$ cat src/common/btb_settings.svh
`ifndef BTB_SETTINGS_SVH
`define BTB_SETTINGS_SVH

// geometry of the branch target buffer

`define BTB_ENTRIES     64  // direct mapped, one entry per index
`define BTB_INDEX_BITS  6   // eip[5:0]
`define BTB_TAG_BITS    26  // eip[31:6]

// a fetch line is 16 bytes, so the line address drops eip[3:0]
`define BTB_FIP_BITS    28

`endif

$ cat src/common/btb_addr_pkg.sv
`default_nettype none

`include "btb_settings.svh"

package btb_addr_pkg;

    typedef logic [`BTB_TAG_BITS-1:0]   btb_tag_t;    // upper eip bits
    typedef logic [`BTB_INDEX_BITS-1:0] btb_index_t;  // selects the entry

    // field view of an eip, tag on top
    typedef struct packed {
        btb_tag_t   tag;
        btb_index_t index;
    } btb_eip_fields_t;

    // same 32 bit word, either as it arrives or split for the buffer
    typedef union packed {
        logic [31:0]     raw;
        btb_eip_fields_t f;
    } btb_eip_u;

endpackage

`default_nettype wire

$ cat src/common/btb_entry_pkg.sv
`default_nettype none

`include "btb_settings.svh"

package btb_entry_pkg;

    // full eip of the predicted branch target
    typedef logic [31:0] btb_target_t;

    // 16 byte fetch line address, fip[31:4]
    typedef logic [`BTB_FIP_BITS-1:0] btb_fip_t;

    // lowest fetch ip bit that survives in a line address
    localparam int BTB_FIP_LSB = 32 - `BTB_FIP_BITS;

endpackage

`default_nettype wire

$ cat src/btb/btb_entry.sv
`timescale 1ns/1ps
`default_nettype none

module btb_entry (
    input  logic                       clk,
    input  logic                       rst_n,
    input  logic                       write_en,    // this entry's decoded strobe
    input  btb_addr_pkg::btb_tag_t     wr_tag,
    input  btb_entry_pkg::btb_target_t wr_target,
    input  btb_entry_pkg::btb_fip_t    wr_fip_e,
    input  btb_entry_pkg::btb_fip_t    wr_fip_o,
    input  btb_addr_pkg::btb_tag_t     lookup_tag,  // from the fetch eip
    output logic                       tag_match,
    output btb_entry_pkg::btb_target_t target,
    output btb_entry_pkg::btb_fip_t    fip_e,
    output btb_entry_pkg::btb_fip_t    fip_o
);

    import btb_addr_pkg::*;
    import btb_entry_pkg::*;

    logic        valid_q;
    btb_tag_t    tag_q;
    btb_target_t target_q;
    btb_fip_t    fip_e_q;
    btb_fip_t    fip_o_q;

    // storage
    // a write lands on the edge, so a lookup in the same cycle
    // still reads the previous contents
    always_ff @(posedge clk) begin
        if (!rst_n) begin
            valid_q  <= 1'b0;
            tag_q    <= '0;
            target_q <= '0;
            fip_e_q  <= '0;
            fip_o_q  <= '0;
        end else if (write_en) begin
            valid_q  <= 1'b1;         // stays set until reset
            tag_q    <= wr_tag;
            target_q <= wr_target;
            fip_e_q  <= wr_fip_e;
            fip_o_q  <= wr_fip_o;
        end
    end

    // tag compare, only a filled entry can match
    assign tag_match = valid_q && (tag_q == lookup_tag);

    assign target = target_q;
    assign fip_e  = fip_e_q;
    assign fip_o  = fip_o_q;

endmodule

`default_nettype wire

$ cat config.mk
export PLATFORM = sky130hd
export DESIGN_NAME = btb_entry
export DESIGN_NICKNAME = d
export VERILOG_FILES = /design/src/common/btb_addr_pkg.sv /design/src/common/btb_entry_pkg.sv /design/src/btb/btb_entry.sv
export VERILOG_INCLUDE_DIRS = /design/src /design/src/common
export SDC_FILE = /design/constraint.sdc
export NUM_CORES = 1
export LEC_CHECK = 0
export BUFFER_PORTS_ARGS = -buffer_cell sky130_fd_sc_hd__buf_2
export CAP_MARGIN = 15
export CORE_MARGIN = 4
export CORE_UTILIZATION = 45
export DETAILED_ROUTE_END_ITERATION = 6
export PLACE_DENSITY = 0.79
export SETUP_SLACK_MARGIN = 0.02
export SLEW_MARGIN = 15
export SYNTH_ARGS = -nofsm -noshare
export SYNTH_HDL_FRONTEND = slang
export SYNTH_SLANG_ARGS = --single-unit
$ cat constraint.sdc
create_clock -name clk -period 1.79 [get_ports clk]
set_input_delay 0.2685 -clock clk [delete_from_list [all_inputs] [get_ports clk]]
set_output_delay 0.2685 -clock clk [all_outputs]
set_load 0.1 [all_outputs]
# Word-level counts from Yosys, hierarchy flattened
# Index checks and enable logic that the tools add are counted.
# W data, S select, Z words.
# word_totals
ff_bits	115
input_bits	143
out_inout_bits	89
word_cells	7
# op_classes
n_eq_ne	1
reduce_logical	1
# op_table
operator	n
$eq A26 B26 Y1	1
$logic_and A1 B1 Y1	1

# Longest topological paths before layout
# depth
ltp_word	2
mapped_depth	5
depth_no_buf	4

# Worst setup path after synthesis
# OpenSTA, ideal clock, no wires.
# synth_path
kind	reg-to-output
from	register tag_q[15]
to	output tag_match
arrival_ns	2.827
setup_slack_ns	-1.305
path_stages_with_launch	5
path_buffers	0
cell_sequence	dfxtp_1 -> xnor2_1 -> nand4_1 -> or4_1 -> nor4_2
# synth_via
elab_chain_cells	2
# synth_lines
element	line_no	source
start: declaration	btb_entry.sv:23	btb_tag_t tag_q;
start signal: assignment	btb_entry.sv:40	tag_q <= wr_tag;
$eq A26 B26 Y1	btb_entry.sv:48	assign tag_match = valid_q && (tag_q == lookup_tag);
$logic_and A1 B1 Y1	btb_entry.sv:48	
end: declaration	btb_entry.sv:13	output logic tag_match,
# No other way between the ends.

# Final worst setup path
# layout_path
from	register tag_q[12]
to	output tag_match
# The elaborated chain is that of the path after synthesis.

==> impl_results.md <==
* Placed Area at between 0.005 and 0.006 sq mm
* Period utilization at 132%
* Number of max-cap violations at 0
* Final setup margin at -0.567 ns
* Crit path time final at between 2 and 2.5 ns
* Placeable core area at around 0.0098 sq mm
* Worst Setup End Kind: primary output
* DP Wirelength at approximately 8500 um
* First-pass GRT wire length at 17700 um
* Synth area leader: dfxtp_1
* Residual DRC count at 0
* Cells after Synth at approximately 400
* CP Data Arrival Time at 2.09 ns
* Netlist cell types at 11
* Yosys warning count at 0
* Register bit total from synthesis at between 100 and 150
* Worst Path Buf+Inv at 1
* Clock Power Share at between 40% and 50%
* Clk sinks at 115
* Crit path cell chain: xnor2_2 -> nand4_1 -> or4_4 -> nor4_4 -> buf_12
* Vias in the first global route at 3683
* Comb pwr share at between 20% and 30%
* Sequential Area at around 0.0023 sq mm
* Power density cells at approximately 1200 mW/mm^2
* Largest net degree at the start of global routing at 68
* Initial antenna violation count at 0
* Final hold violations at 0
* Layout Nets at 786
* DP Worst Slack at -0.138 ns
* Wire length per cell at between 10 and 15 um
* Number of buffers created by CTS at 17
* Register area share after synthesis at 50.4%
* Vias per cell at 4.61
* Drt first pass iters at 4
* Total track usage at approximately a fifth
* Final Max Slew Viols at 0
* Multi-input logic area at approximately 0.0022 sq mm
* Share of cells above drive strength 1 at a little over two fifths
* Outcome: finished with violations
* Largest delay share family, worst path: simple AND/OR/NAND/NOR gates
* Slew HR at 65.9%
* Worst-Skew Late Latency at 0.50 ns
* Placer Congestion at between 0.7 and 0.8
* VDD IR-drop max at 0.693 mV
* Rows at 36
* Static Leak at about 3.3 nW
* Fill count at around 810
* Worst path max stage delay at ~0.54 ns
* Final instance area at between 0.006 and 0.007 sq mm
* Hold path cells at 3
* CTS tree: done
* Synthesized Nets at 547
* Worst-path cell with the longest stage delay: or4_4
* Crit-path max FO at 2
* Unrepaired setup endpoints after global routing: true
* Setup CP Type: flip-flop to primary output
* Sw frac at between 20% and 30%
* H-tree levels at 4
* Port buffer count at about 230
* Via count at between 3000 and 4000
* CTS root buf: clkbuf_8
* Clk pin slew, worst setup/hold paths at about 0.050 ns
* Cell internal pwr at between 5 and 6 mW
* Initial Util at between 40 and 50%
* Antenna-violating nets left at 0
* Post-Route WL at between 10000 and 15000 um
* CP startpoint kind: flip-flop
* Failing checks: setup timing
* Worst min path class: input pin to flip-flop
* Worst Tran Pin Value at 0.516 ns
* Die area at roughly 0.012 sq mm
* Antenna diodes at 0
* First DRT Iteration DRCs at ~100
* Synth area leaders: dfxtp_1 50%, mux2i_1 25%, nor2b_1 16%
* Stages on worst setup path at 5
* Worst Path Required at between 1.5 and 2 ns
* Chip width at about 110 um
* Worst Skew at 0 ns
* Die H at ~110 um
* Total gr overflow at 0
* Syn_area_per_cell at 11.3 sq um
* Synthesis-to-layout area growth at 45.4%
* NetSw at ~2.3 mW
* Longest Clk Path Bufs at 2
* Mapped Area at 0.00456 sq mm
* Max Clk Rate at 0.424 GHz
* Area fraction of the dominant cell type after synthesis at between 50% and 60%
* Io pins at about 230
* Final setup fails at 1
* Seq pwr share at 35.0%
* Worst r2r path cells at 2
-- state kept, by name, indices dropped and copies added, names as in the netlist --
name and flops:
fip_e 28, fip_o 28, tag_q 26, target 32, valid_q 1
-- worst min-delay path, stage by stage --
cell and delay (ns):
buf_2 0.08, mux2i_1 0.05, nor2b_1 0.09
-- per-layer routing --
layer  vias up  GRT usage [%]  part of all wire [%]
met5         -              0                     0
met4         0           7.12                   1.6
met3        14           9.95                   9.2
met2       141           33.2                    51
met1      1663           19.9                    38
li1       1820              -                     -
-- power groups by stage --
stage	Clock (mW)	Combinational (mW)	Sequential [mW]
floorplan	0	0.393	3.69
global placement	0	1.57	2.85
detailed placement	0	1.59	2.85
CTS	3.67	1.61	2.80
global route	3.81	1.68	2.82
finish	3.60	1.60	2.81
-- cells in the final DEF (no fill, tap or decap), types with 2 or more instances in the layout --
cell,synthesis,routed
xnor2_2,0,2
clkbuf_16,0,16
dfxtp_2,0,4
clkinv_2,0,2
dfxtp_1,115,111
dlygate4sd3_1,0,9
clkbuf_1,12,3
bufinv_16,0,5
clkbuf_8,0,4
buf_12,0,4
mux2i_1,114,114
nand4_1,6,6
clkinvlp_4,0,2
xnor2_1,26,24
buf_2,13,229
buf_4,0,2
nor2b_1,114,114
-- layout make-up --
type	instances	area share [%]
clock inverter	9	2.64
clock buffer	23	7.03
timing repair buffer	245	20.2
tap	133	2.51
multi-input combinational	264	32.8
sequential	115	34.8
-- stage by stage --
stage	util (%)	hold slack, ns	TNS [ns]	instances	power [mW]
6_report	67.6	0.0253	-0.567	789	8.01
5_1_grt	67.6	0.000698	-0.684	789	8.31
4_1_cts	67.4	0.00100	-0.596	788	8.08
3_5_place_dp	60.0	0.457	-0.138	748	4.44
3_3_place_gp	60.0	0.453	-0.0994	748	4.41
2_1_floorplan	-	0.428	-0.525	404	4.08
-- path summary, 6_finish.rpt --
kind / startpoint / end / slack, ns
max: tag_q[12]$_SDFFE_PN0P_ / tag_match / -0.57
min: wr_target[7] / target[7]$_SDFFE_PN0P_ / 0.03
max reg2reg: fip_e[22]$_SDFFE_PN0P_ / fip_e[22]$_SDFFE_PN0P_ / 1.13
min reg2reg: valid_q$_SDFFE_PN0P_ / valid_q$_SDFFE_PN0P_ / 0.47
-- Yosys cell counts --
master and n:
clkbuf_1 12, o21a_1 1, mux2i_1 114, nor4_2 1, or4_1 1, xnor2_1 26, buf_2 13, nand3_1 1
nor2b_1 114, dfxtp_1 115, nand4_1 6
-- what timing repair did --
item                                    CTS  global route
buffers inserted                          0             0
hold endpoints to repair                  8             1
resized for setup                         2             1
hold buffers                              8             1
endpoints found under the setup margin    1             1
pin swaps                                 1             0
-- kinds of logic (layout without fill, tap and decap cells) --
| group | after synthesis | count (layout) | synth area share (%) |
|---|---|---|---|
| flip-flops | 115 | 115 | 50.4 |
| XOR/XNOR | 26 | 26 | 4.99 |
| AND/OR/NAND/NOR | 123 | 123 | 17.0 |
| buffers and inverters | 25 | 277 | 2.41 |
| AO/OA/AOI/OAI | 1 | 1 | 0.165 |
| multiplexers | 114 | 114 | 25.0 |
(Power assumes the default switching activity.)
