$ cat config.mk
export PLATFORM = sky130hd
export DESIGN_NAME = btb_update_decode
export DESIGN_NICKNAME = d
export VERILOG_FILES = /design/src/common/btb_addr_pkg.sv /design/src/common/btb_entry_pkg.sv /design/src/btb/btb_update_decode.sv
export VERILOG_INCLUDE_DIRS = /design/src /design/src/common
export SDC_FILE = /design/constraint.sdc
export NUM_CORES = 1
export LEC_CHECK = 0
export BUFFER_PORTS_ARGS = -buffer_cell sky130_fd_sc_hd__buf_2
export CAP_MARGIN = 5
export CORE_AREA = 8 8 112 114
export DETAILED_ROUTE_END_ITERATION = 10
export DIE_AREA = 0 0 120 122
export PLACE_DENSITY_LB_ADDON = 0.12
export SYNTH_ARGS = -nofsm -noshare
export SYNTH_HDL_FRONTEND = slang
export SYNTH_SLANG_ARGS = --single-unit
export TNS_END_PERCENT = 20
$ cat constraint.sdc
create_clock -name vclk -period 1.4
set_input_delay 0.28 -clock vclk [all_inputs]
set_output_delay 0.28 -clock vclk [all_outputs]
set_load 0.02 [all_outputs]
$ cat src/common/btb_settings.svh
`ifndef BTB_SETTINGS_SVH
`define BTB_SETTINGS_SVH

// geometry of the branch target buffer

`define BTB_ENTRIES     64  // direct mapped, one entry per index
`define BTB_INDEX_BITS  6   // eip[5:0]
`define BTB_TAG_BITS    26  // eip[31:6]

// a fetch line is 16 bytes, so the line address drops eip[3:0]
`define BTB_FIP_BITS    28

`endif

$ cat src/common/btb_addr_pkg.sv
`default_nettype none

`include "btb_settings.svh"

package btb_addr_pkg;

    typedef logic [`BTB_TAG_BITS-1:0]   btb_tag_t;    // upper eip bits
    typedef logic [`BTB_INDEX_BITS-1:0] btb_index_t;  // selects the entry

    // field view of an eip, tag on top
    typedef struct packed {
        btb_tag_t   tag;
        btb_index_t index;
    } btb_eip_fields_t;

    // same 32 bit word, either as it arrives or split for the buffer
    typedef union packed {
        logic [31:0]     raw;
        btb_eip_fields_t f;
    } btb_eip_u;

endpackage

`default_nettype wire

$ cat src/common/btb_entry_pkg.sv
`default_nettype none

`include "btb_settings.svh"

package btb_entry_pkg;

    // full eip of the predicted branch target
    typedef logic [31:0] btb_target_t;

    // 16 byte fetch line address, fip[31:4]
    typedef logic [`BTB_FIP_BITS-1:0] btb_fip_t;

    // lowest fetch ip bit that survives in a line address
    localparam int BTB_FIP_LSB = 32 - `BTB_FIP_BITS;

endpackage

`default_nettype wire

$ cat src/btb/btb_update_decode.sv
`timescale 1ns/1ps
`default_nettype none

`include "btb_settings.svh"

module btb_update_decode (
    input  logic                       update_valid,  // writeback strobe
    input  btb_addr_pkg::btb_eip_u     update_eip,
    input  btb_entry_pkg::btb_target_t update_target,
    input  logic [31:0]                update_fip_e,
    input  logic [31:0]                update_fip_o,
    output logic [`BTB_ENTRIES-1:0]    write_en,
    output btb_addr_pkg::btb_tag_t     wr_tag,
    output btb_entry_pkg::btb_target_t wr_target,
    output btb_entry_pkg::btb_fip_t    wr_fip_e,
    output btb_entry_pkg::btb_fip_t    wr_fip_o
);

    import btb_addr_pkg::*;
    import btb_entry_pkg::*;

    btb_index_t wr_index;

    assign wr_index = update_eip.f.index;

    // one-hot write enable, all zero without the strobe
    always_comb begin
        write_en = '0;
        if (update_valid) begin
            write_en[wr_index] = 1'b1;
        end
    end

    // write data is shared by every entry
    assign wr_tag    = update_eip.f.tag;
    assign wr_target = update_target;

    // only the line part of each fetch ip is kept
    assign wr_fip_e = update_fip_e[31:BTB_FIP_LSB];
    assign wr_fip_o = update_fip_o[31:BTB_FIP_LSB];

endmodule

`default_nettype wire

== Word level (Yosys, flattened, before mapping) ==
Index checks and enable logic that the tools add are counted.

* Input bits: 129
* Output and inout port bits: 178
* Logic and storage cells: 6
* Flip-flop bits (word level): 0

* Mux-type cells: 3
* Reductions and logical operators: 1
* $lt $le $gt $ge: 2

{| class="wikitable"
|+ Operators by type and width
! operator !! count
|-
| two-way mux 64 bit || 1
|-
| < comparator 6 x 7 -> 1 bit (second input constant) || 1
|-
| demux 1 bit (select 6 bit) || 1
|-
| greater-or-equal comparator 6 x 1 -> 1 bit (second input constant) || 1
|-
| logical AND 1 bit || 1
|-
| two-way mux 1 bit || 1
|}

== Depth between registers and ports, before layout ==
Gate-level depths: netlist of the first run.

* Depth in word-level cells: 5
* Depth in mapped cells: 4
* Mapped depth without buffers: 2

== Worst setup path after synthesis of the first run ==
No wires, ideal clock.

* Kind: input port to output port
* Start point: input port update_eip[3] (netlist name)
* End point: output port write_en[49]
* Path slack: -0.377 ns
* Arrival: 1.497 ns
* Stages: 3
* Buffers on the path: 1
* Required time: 1.120 ns
* Cell sequence: buf_2 -> nand4b_2 -> nor4b_1

* Cells in the longest elaborated chain, start to end: 5
* Elaborated cells between the ends (all ways): 6

{| class="wikitable"
|+ RTL lines
! element !! line !! text
|-
| from (decl) || btb_update_decode.sv:8 || <nowiki>input btb_addr_pkg::btb_eip_u update_eip,</nowiki>
|-
| < comparator 6 x 7 -> 1 bit (implied by the code) / greater-or-equal comparator 6 x 1 -> 1 bit (equally long branches) || btb_update_decode.sv:30 || <nowiki>write_en[wr_index] = 1'b1;</nowiki>
|-
| logical AND 1 bit (implied by the code) || btb_update_decode.sv:30 ||
|-
| two-way mux 1 bit (implied by the code) || btb_update_decode.sv:30 ||
|-
| demux 1 bit (select 6 bit) * || btb_update_decode.sv:30 ||
|-
| two-way mux 64 bit * || btb_update_decode.sv:29 || <nowiki>if (update_valid) begin</nowiki>
|-
| to (decl) || btb_update_decode.sv:12 || <nowiki>output logic [`BTB_ENTRIES-1:0] write_en,</nowiki>
|}

Mark *: on every way between the ends. The rest lies on a longest branch, timed or not.

== Final worst setup path of the first run ==
* Start point: input port update_eip[0] (netlist name)
* End point: output port write_en[32]

Same word-level chain as after synthesis.

==> reports/summary.txt, run 1 <==
POWER
--------------------------------------------------------------------------------
Power density over the cells ...................................... 140.0 nW/um^2
Worst supply voltage drop on vdd ..................................     30.97 uV
Pleak ............................................................. 0.0006548 uW
Power Total .......................................................     226.5 uW

GLOBAL ROUTING
--------------------------------------------------------------------------------
Sum of overflow across all layers after global routing ............            0
Maximum number of pins on one net before global-route repair ......           16
Global-route wire length before repair ............................      7389 um
Vias in the first global route ....................................         1096
Number of antenna violations at the first check in global routing .            0
Global-route usage over all layers ................................       6.410%

SETUP PATH
--------------------------------------------------------------------------------
Slowest cell on the critical path .................................       or4b_4
Critical path arrival .............................................      1.29 ns
Critical path, cell by cell ....................................... buf_6 > or4b_4 > buf_12 > nor2_4 > buf_6
Type of destination of the critical path ..........................   output pin
Family with the most delay on the worst path ...................... simple AND/OR/NAND/NOR gates
Worst path buffer plus inverter count .............................            3
Crit start category ............................................... primary input
Most frequent CP cell .............................................        buf_6
Largest stage delay on the critical path ..........................      0.54 ns
Worst Setup SP .................................................... update_eip[0]
Req. time, crit path ..............................................      1.12 ns
Critical-path maximum fanout ......................................            7
Type of the setup path with the least slack .......................    in -> out

SYNTHESIS
--------------------------------------------------------------------------------
Yosys synthesis warning count .....................................            0
Netlist area before placement .....................................    1351 um^2
Portion of the post-synthesis area used by sequential elements ....           0%
Post-synthesis instance total .....................................          213
Average instance area after synthesis .............................   6.344 um^2
Synthesized Nets ..................................................          342
Number of distinct library cells after synthesis ..................           18

CELLS AND AREA
--------------------------------------------------------------------------------
Nets ..............................................................          310
N_diodes ..........................................................            0
Layout clock buffers ..............................................            0
Share of post-route cells with drive strength above 1 .............       67.60%
Total non-filler cell area in the finished layout .................    1618 um^2
Number of sequential cells in the layout ..........................            0
Layout overhead on the synthesized area ...........................       19.72%
Filler instances ..................................................         1234
Register area .....................................................       0 um^2

ROUTE
--------------------------------------------------------------------------------
Initial DRC Count .................................................           24
DRC violation count after routing .................................            0
DRT Pass-1 Iters ..................................................            3
Via count of the routed design ....................................         1091
Total wire length .................................................      5284 um
Antenna-violating nets left .......................................            0
Routed WL per cell ................................................     16.56 um
Detail-routed via count per cell ..................................        3.420

WORST HOLD PATH
--------------------------------------------------------------------------------
Hold/Removal Path Class ...........................................    in -> out
Hold Path Origin .................................................. update_fip_e[18]

TIMING
--------------------------------------------------------------------------------
Minimum clock period ..............................................     1.574 ns
Final Worst Setup Slack ...........................................   -0.1740 ns
Worst rel slew slack ..............................................       85.50%
Period Utilization, post-route ....................................       112.4%
Peak clock frequency supported by timing ..........................    635.3 MHz
Number of pins exceeding their max-slew limit in the final report .            0
Setup-violating endpoint count in the final report ................           56
Final Hold Fails ..................................................            0
RSZ-0062 raised after global routing ..............................         true
Slew at the pin closest to its max-slew limit .....................    0.2171 ns

DIE
--------------------------------------------------------------------------------
Total Die Area ....................................................   14640 um^2
Die width .........................................................       120 um
Die extent in y ...................................................       122 um
Core ar. ..........................................................   10700 um^2
Num ports .........................................................          307
Row cnt ...........................................................           38
Starting density of the core ......................................       12.63%

RUN STATUS
--------------------------------------------------------------------------------
Status ............................................................ finished, violations left
Violated checks ................................................... negative setup slack

PLACEMENT
--------------------------------------------------------------------------------
RePlAce Congestion ................................................       0.6449
Post-detailed-placement cell area .................................    1235 um^2
Post-detailed-placement half-perimeter wirelength .................      4382 um
Port buffer count .................................................           71

JOB
--------------------------------------------------------------------------------
Max-Cap Viols .....................................................            0

CTS
--------------------------------------------------------------------------------
Post-CTS repair timing setup buffer count .........................            0

cell usage after synthesis (all sizes together):
cell type | number | share of area (%)
or4b | 1 | 0.74
clkbuf | 8 | 2.3
nand3 | 2 | 0.74
nor2 | 59 | 16
or3 | 1 | 0.46
nand4b | 4 | 3.1
or3b | 3 | 1.9
nand3b | 4 | 2.2
buf | 121 | 66
nor4b | 3 | 1.9
nand4 | 1 | 0.46
nor4 | 1 | 0.46
nand2 | 1 | 0.28
nand4bb | 3 | 2.5
nor3 | 1 | 0.37
path summary, 6_finish.rpt:
| kind | endpoint | slack, ns | cells past startpoint |
|---|---|---|---|
| max | write_en[32] | -0.17 | 5 |
| min | wr_fip_e[14] | 0.56 | 0 |
through the flow:
stage                     instances  worst slack (ns)  hold slack, ns  TNS [ns]  util (%)
after global routing            319           -0.2066          0.5600    -8.045     15.12
after CTS                       319           -0.1832          0.5601    -5.149     14.87
after floorplan                 213           -0.1451          0.6726    -4.031         -
after global placement          319           -0.3185          0.5601    -8.635     11.54
after detailed placement        319           -0.3011          0.5601    -8.578     11.54
final                           319           -0.1740          0.5600    -4.474     15.12
placed cells by master (no fill, tap or decap), drive strengths merged:
cell | synthesis | layout
buf | 121 | 95
nand2 | 1 | 1
nand3 | 2 | 2
nand3b | 4 | 4
nand4 | 1 | 1
nand4b | 4 | 4
nand4bb | 3 | 3
nor2 | 59 | 59
nor3 | 1 | 1
nor4 | 1 | 1
nor4b | 3 | 3
or3 | 1 | 1
or3b | 3 | 3
or4b | 1 | 1
what timing repair did:
item | in CTS | in global routing
pin swaps | 11 | 1
gates resized for setup | 115 | 8
endpoints found under the setup margin | 63 | 63
hold buffers | 0 | 0
per-layer routing:
layer	track usage (%)	wire, um	vias up	share of wire [%]
met5	0	0	-	0
met4	4.450	357	0	6.8
met1	6.292	1725	466	33
met2	11.07	2533	89	48
met3	2.499	668	52	13
li1	-	-	484	-
power breakdown:
group,switching (uW),internal (uW)
registers,0,0
clock network,0,0
logic,123,103
cells by family after synthesis:
kind of cell	synth area share (%)
buf+inv	68.43
simple gates	31.57
final cells by class:
class / count / area [um^2] / area share, %
repair buffers: 95 / 839.6 / 51.89
multi-input cells: 84 / 603.1 / 37.28
well taps: 140 / 175.2 / 10.83
No activity file was read; power rests on OpenSTA's default activity.
==> run 2, diff against run 1 <==
--- a/config.mk
+++ b/config.mk
@@ -6,11 +6,13 @@
 export SDC_FILE = /design/constraint.sdc
 export NUM_CORES = 1
 export LEC_CHECK = 0
+export ABC_AREA = 1
 export BUFFER_PORTS_ARGS = -buffer_cell sky130_fd_sc_hd__buf_2
 export CAP_MARGIN = 5
-export CORE_AREA = 8 8 112 114
+export CORE_AREA = 8 8 113 115
 export DETAILED_ROUTE_END_ITERATION = 10
-export DIE_AREA = 0 0 120 122
+export DIE_AREA = 0 0 121 123
+export GPL_TIMING_DRIVEN = 0
 export PLACE_DENSITY_LB_ADDON = 0.12
 export SYNTH_ARGS = -nofsm -noshare
 export SYNTH_HDL_FRONTEND = slang
==> run 2 against run 1 <==
The run now ends clean. Critical path depth unchanged. Non-clock buffer count up 205. Die area is 1.7% higher. Worst setup slack better by 0.21 ns. Largest cell class unchanged. Highest routed layer is now met3. Critical endpoint is now write_en[18].
==> reports/summary.txt, run 2 <==
RUN STATUS
-------------------------------------------------------------------------------------
Status ................................................................. finished, final reports clean   was finished, violations left

SETUP PATH
-------------------------------------------------------------------------------------
Critical-path maximum fanout ...........................................            8   was 7
Type of destination of the critical path ...............................   output pin   unchanged
Critical path arrival ..................................................      1.08 ns   was 1.29 ns
Type of the setup path with the least slack ............................    in -> out   unchanged
Req. time, crit path ...................................................      1.12 ns   about the same
Crit start category .................................................... primary input   unchanged

TIMING
-------------------------------------------------------------------------------------
Post-Route Hold Slack ..................................................    0.7786 ns   was 0.5600 ns
Worst rel slew slack ...................................................       83.82%   was 85.50%
Setup total negative slack .............................................         0 ns   was -4.474 ns
Slew at the pin closest to its max-slew limit ..........................    0.2427 ns   was 0.2171 ns
RSZ-0062 raised after global routing ...................................         true   unchanged
Minimum clock period ...................................................     1.364 ns   was 1.574 ns
Setup-violating endpoint count in the final report .....................            0   was 56
Period Utilization, post-route .........................................       97.40%   was 112.4%
Final Hold Fails .......................................................            0   unchanged
Peak clock frequency supported by timing ...............................    733.4 MHz   was 635.3 MHz
Number of pins exceeding their max-slew limit in the final report ......            0   unchanged

POWER
-------------------------------------------------------------------------------------
Pleak ..................................................................  0.001549 uW   was 0.0006548 uW
Power density over the cells ........................................... 304.5 nW/um^2   was 140.0 nW/um^2
Worst supply voltage drop on vdd .......................................     123.9 uV   was 30.97 uV

GLOBAL ROUTING
-------------------------------------------------------------------------------------
Global-route usage over all layers .....................................       9.178%   was 6.410%
Number of antenna violations at the first check in global routing ......            0   unchanged
Vias in the first global route .........................................         1971   was 1096
Global-route wire length before repair .................................     11070 um   was 7389 um
Maximum number of pins on one net before global-route repair ...........           11   was 16
Sum of overflow across all layers after global routing .................            0   unchanged

WORST HOLD PATH
-------------------------------------------------------------------------------------
Hold/Removal Path Class ................................................    in -> out   unchanged

ROUTE
-------------------------------------------------------------------------------------
DRC violation count after routing ......................................            0   unchanged
Detail-routed via count per cell .......................................        3.489   was 3.420
Via count of the routed design .........................................         1884   was 1091
Total wire length ......................................................      8167 um   was 5284 um
Routed WL per cell .....................................................     15.12 um   was 16.56 um
DRT Pass-1 Iters .......................................................            4   was 3
Antenna-violating nets left ............................................            0   unchanged
Initial DRC Count ......................................................           40   was 24

CELLS AND AREA
-------------------------------------------------------------------------------------
Layout overhead on the synthesized area ................................       92.78%   was 19.72%
Number of sequential cells in the layout ...............................            0   unchanged
Layout clock buffers ...................................................            0   unchanged
Final core utilization .................................................       25.02%   was 15.12%
Most frequent standard cell in the layout excluding fill and tap cells .        buf_2   was buf_4
Register area ..........................................................       0 um^2   unchanged
N_diodes ...............................................................            0   unchanged
Commonest non-fill, non-tap cells in the layout ........................ 159 x buf_2, 130 x buf_4, 51 x nor2_1   was 61 x buf_4, 40 x nor2_1, 25 x buf_6
Nets ...................................................................          528   was 310
Share of post-route cells with drive strength above 1 ..................       84.89%   was 67.60%

SYNTHESIS
-------------------------------------------------------------------------------------
Library cell with the highest instance count after synthesis ...........        buf_4   unchanged
Top cell types by occurrence after synthesis ........................... 114 x buf_4, 64 x nor2_1, 12 x nand3_1, 6 x nand4_4   was 115 x buf_4, 59 x nor2_1, 7 x clkbuf_1, 6 x buf_2, 4 x nand3b_1
Number of distinct library cells after synthesis .......................           12   was 18
Portion of the post-synthesis area used by sequential elements .........           0%   unchanged
Area share of the leading cell type in the synthesized netlist .........       59.53%   was 63.89%
Post-synthesis instance total ..........................................          215   was 213
Cell types with the largest area share after synthesis ................. buf_4 60%, nor2_1 17%, nand4_4 8.9%, nand3_1 4.2%, buf_6 3.1%   was buf_4 64%, nor2_1 16%, nand4bb_1 2.5%, buf_2 2.2%, nand3b_1 2.2%
Yosys synthesis warning count ..........................................            0   unchanged
Post-synth top area cell ...............................................        buf_4   unchanged
Synthesized Nets .......................................................          344   was 342
Average instance area after synthesis ..................................   6.687 um^2   was 6.344 um^2
Netlist area before placement ..........................................    1438 um^2   was 1351 um^2

DIE
-------------------------------------------------------------------------------------
Die extent in y ........................................................       123 um   was 122 um
Total Die Area .........................................................   14880 um^2   was 14640 um^2
Row cnt ................................................................           39   was 38
Num ports ..............................................................          307   unchanged
Die width ..............................................................       121 um   was 120 um
Starting density of the core ...........................................       12.98%   was 12.63%
Core ar. ...............................................................   11080 um^2   was 10700 um^2

PLACEMENT
-------------------------------------------------------------------------------------
Port buffer count ......................................................          181   was 71
RePlAce Congestion .....................................................       0.6888   was 0.6449
Post-detailed-placement half-perimeter wirelength ......................      7457 um   was 4382 um

JOB
-------------------------------------------------------------------------------------
Max-Cap Viols ..........................................................            0   unchanged

-- run 2: power by group --
group	switching (uW)	leakage (uW)	internal (uW)
Clock	0	0	0
Combinational	469	0.00155	375
Sequential	0	0	0
-- run 2: final timing paths --
path	start	end	slack [ns]	depth (start not counted)
max	update_eip[5]	write_en[18]	0.04	5
min	update_target[9]	wr_target[9]	0.78	2
-- run 2: area by class of cell --
type	count	area [um^2]
Buffer	118	900.9
Fill cell	1291	8305
Inverter	7	42.54
Multi-Input combinational cell	90	645.6
Tap cell	143	178.9
Timing Repair Buffer	182	1003
-- run 2: logic make-up (layout without fill, tap and decap cells) --
logic type | after synthesis | after routing | synth area share [%]
buffers and inverters | 125 | 307 | 64.66
AND/OR/NAND/NOR | 90 | 90 | 35.33
-- run 2: critical path, stage by stage --
cell	delay, ns
buf_6	0.11
clkinvlp_4	0.15
nand3_4	0.22
nor2_1	0.16
buf_4	0.15
-- run 2: per-layer routing --
layer  GRT usage [%]  routed length (um)  vias up
met1           9.398                2675      803
met2           17.86                4386      162
met5               0                   0        -
met3           3.973                1105        0
li1                -                   -      919
met4               0                   0        0
-- run 2: repair_timing --
| action | 4_1_cts | 5_1_grt |
|---|---|---|
| setup endpoints to repair | 56 | 53 |
| gates resized for setup | 25 | 43 |
| setup buffers | 0 | 1 |
| hold buffers | 0 | 0 |
| pin swaps | 1 | 8 |
-- run 2: per-stage QoR --
step / worst slack (ns) / total power (uW) / instance area [um^2] / cells
after detailed placement: -0.2758 / 813.5 / 2522 / 539
after floorplan: 0.1389 / 597.3 / 1438 / 215
after global routing: -0.03544 / 900.1 / 2771 / 540
final: 0.03646 / 843.9 / 2771 / 540
after CTS: 0.002423 / 845.1 / 2640 / 539
after global placement: -0.2939 / 811.3 / 2522 / 539
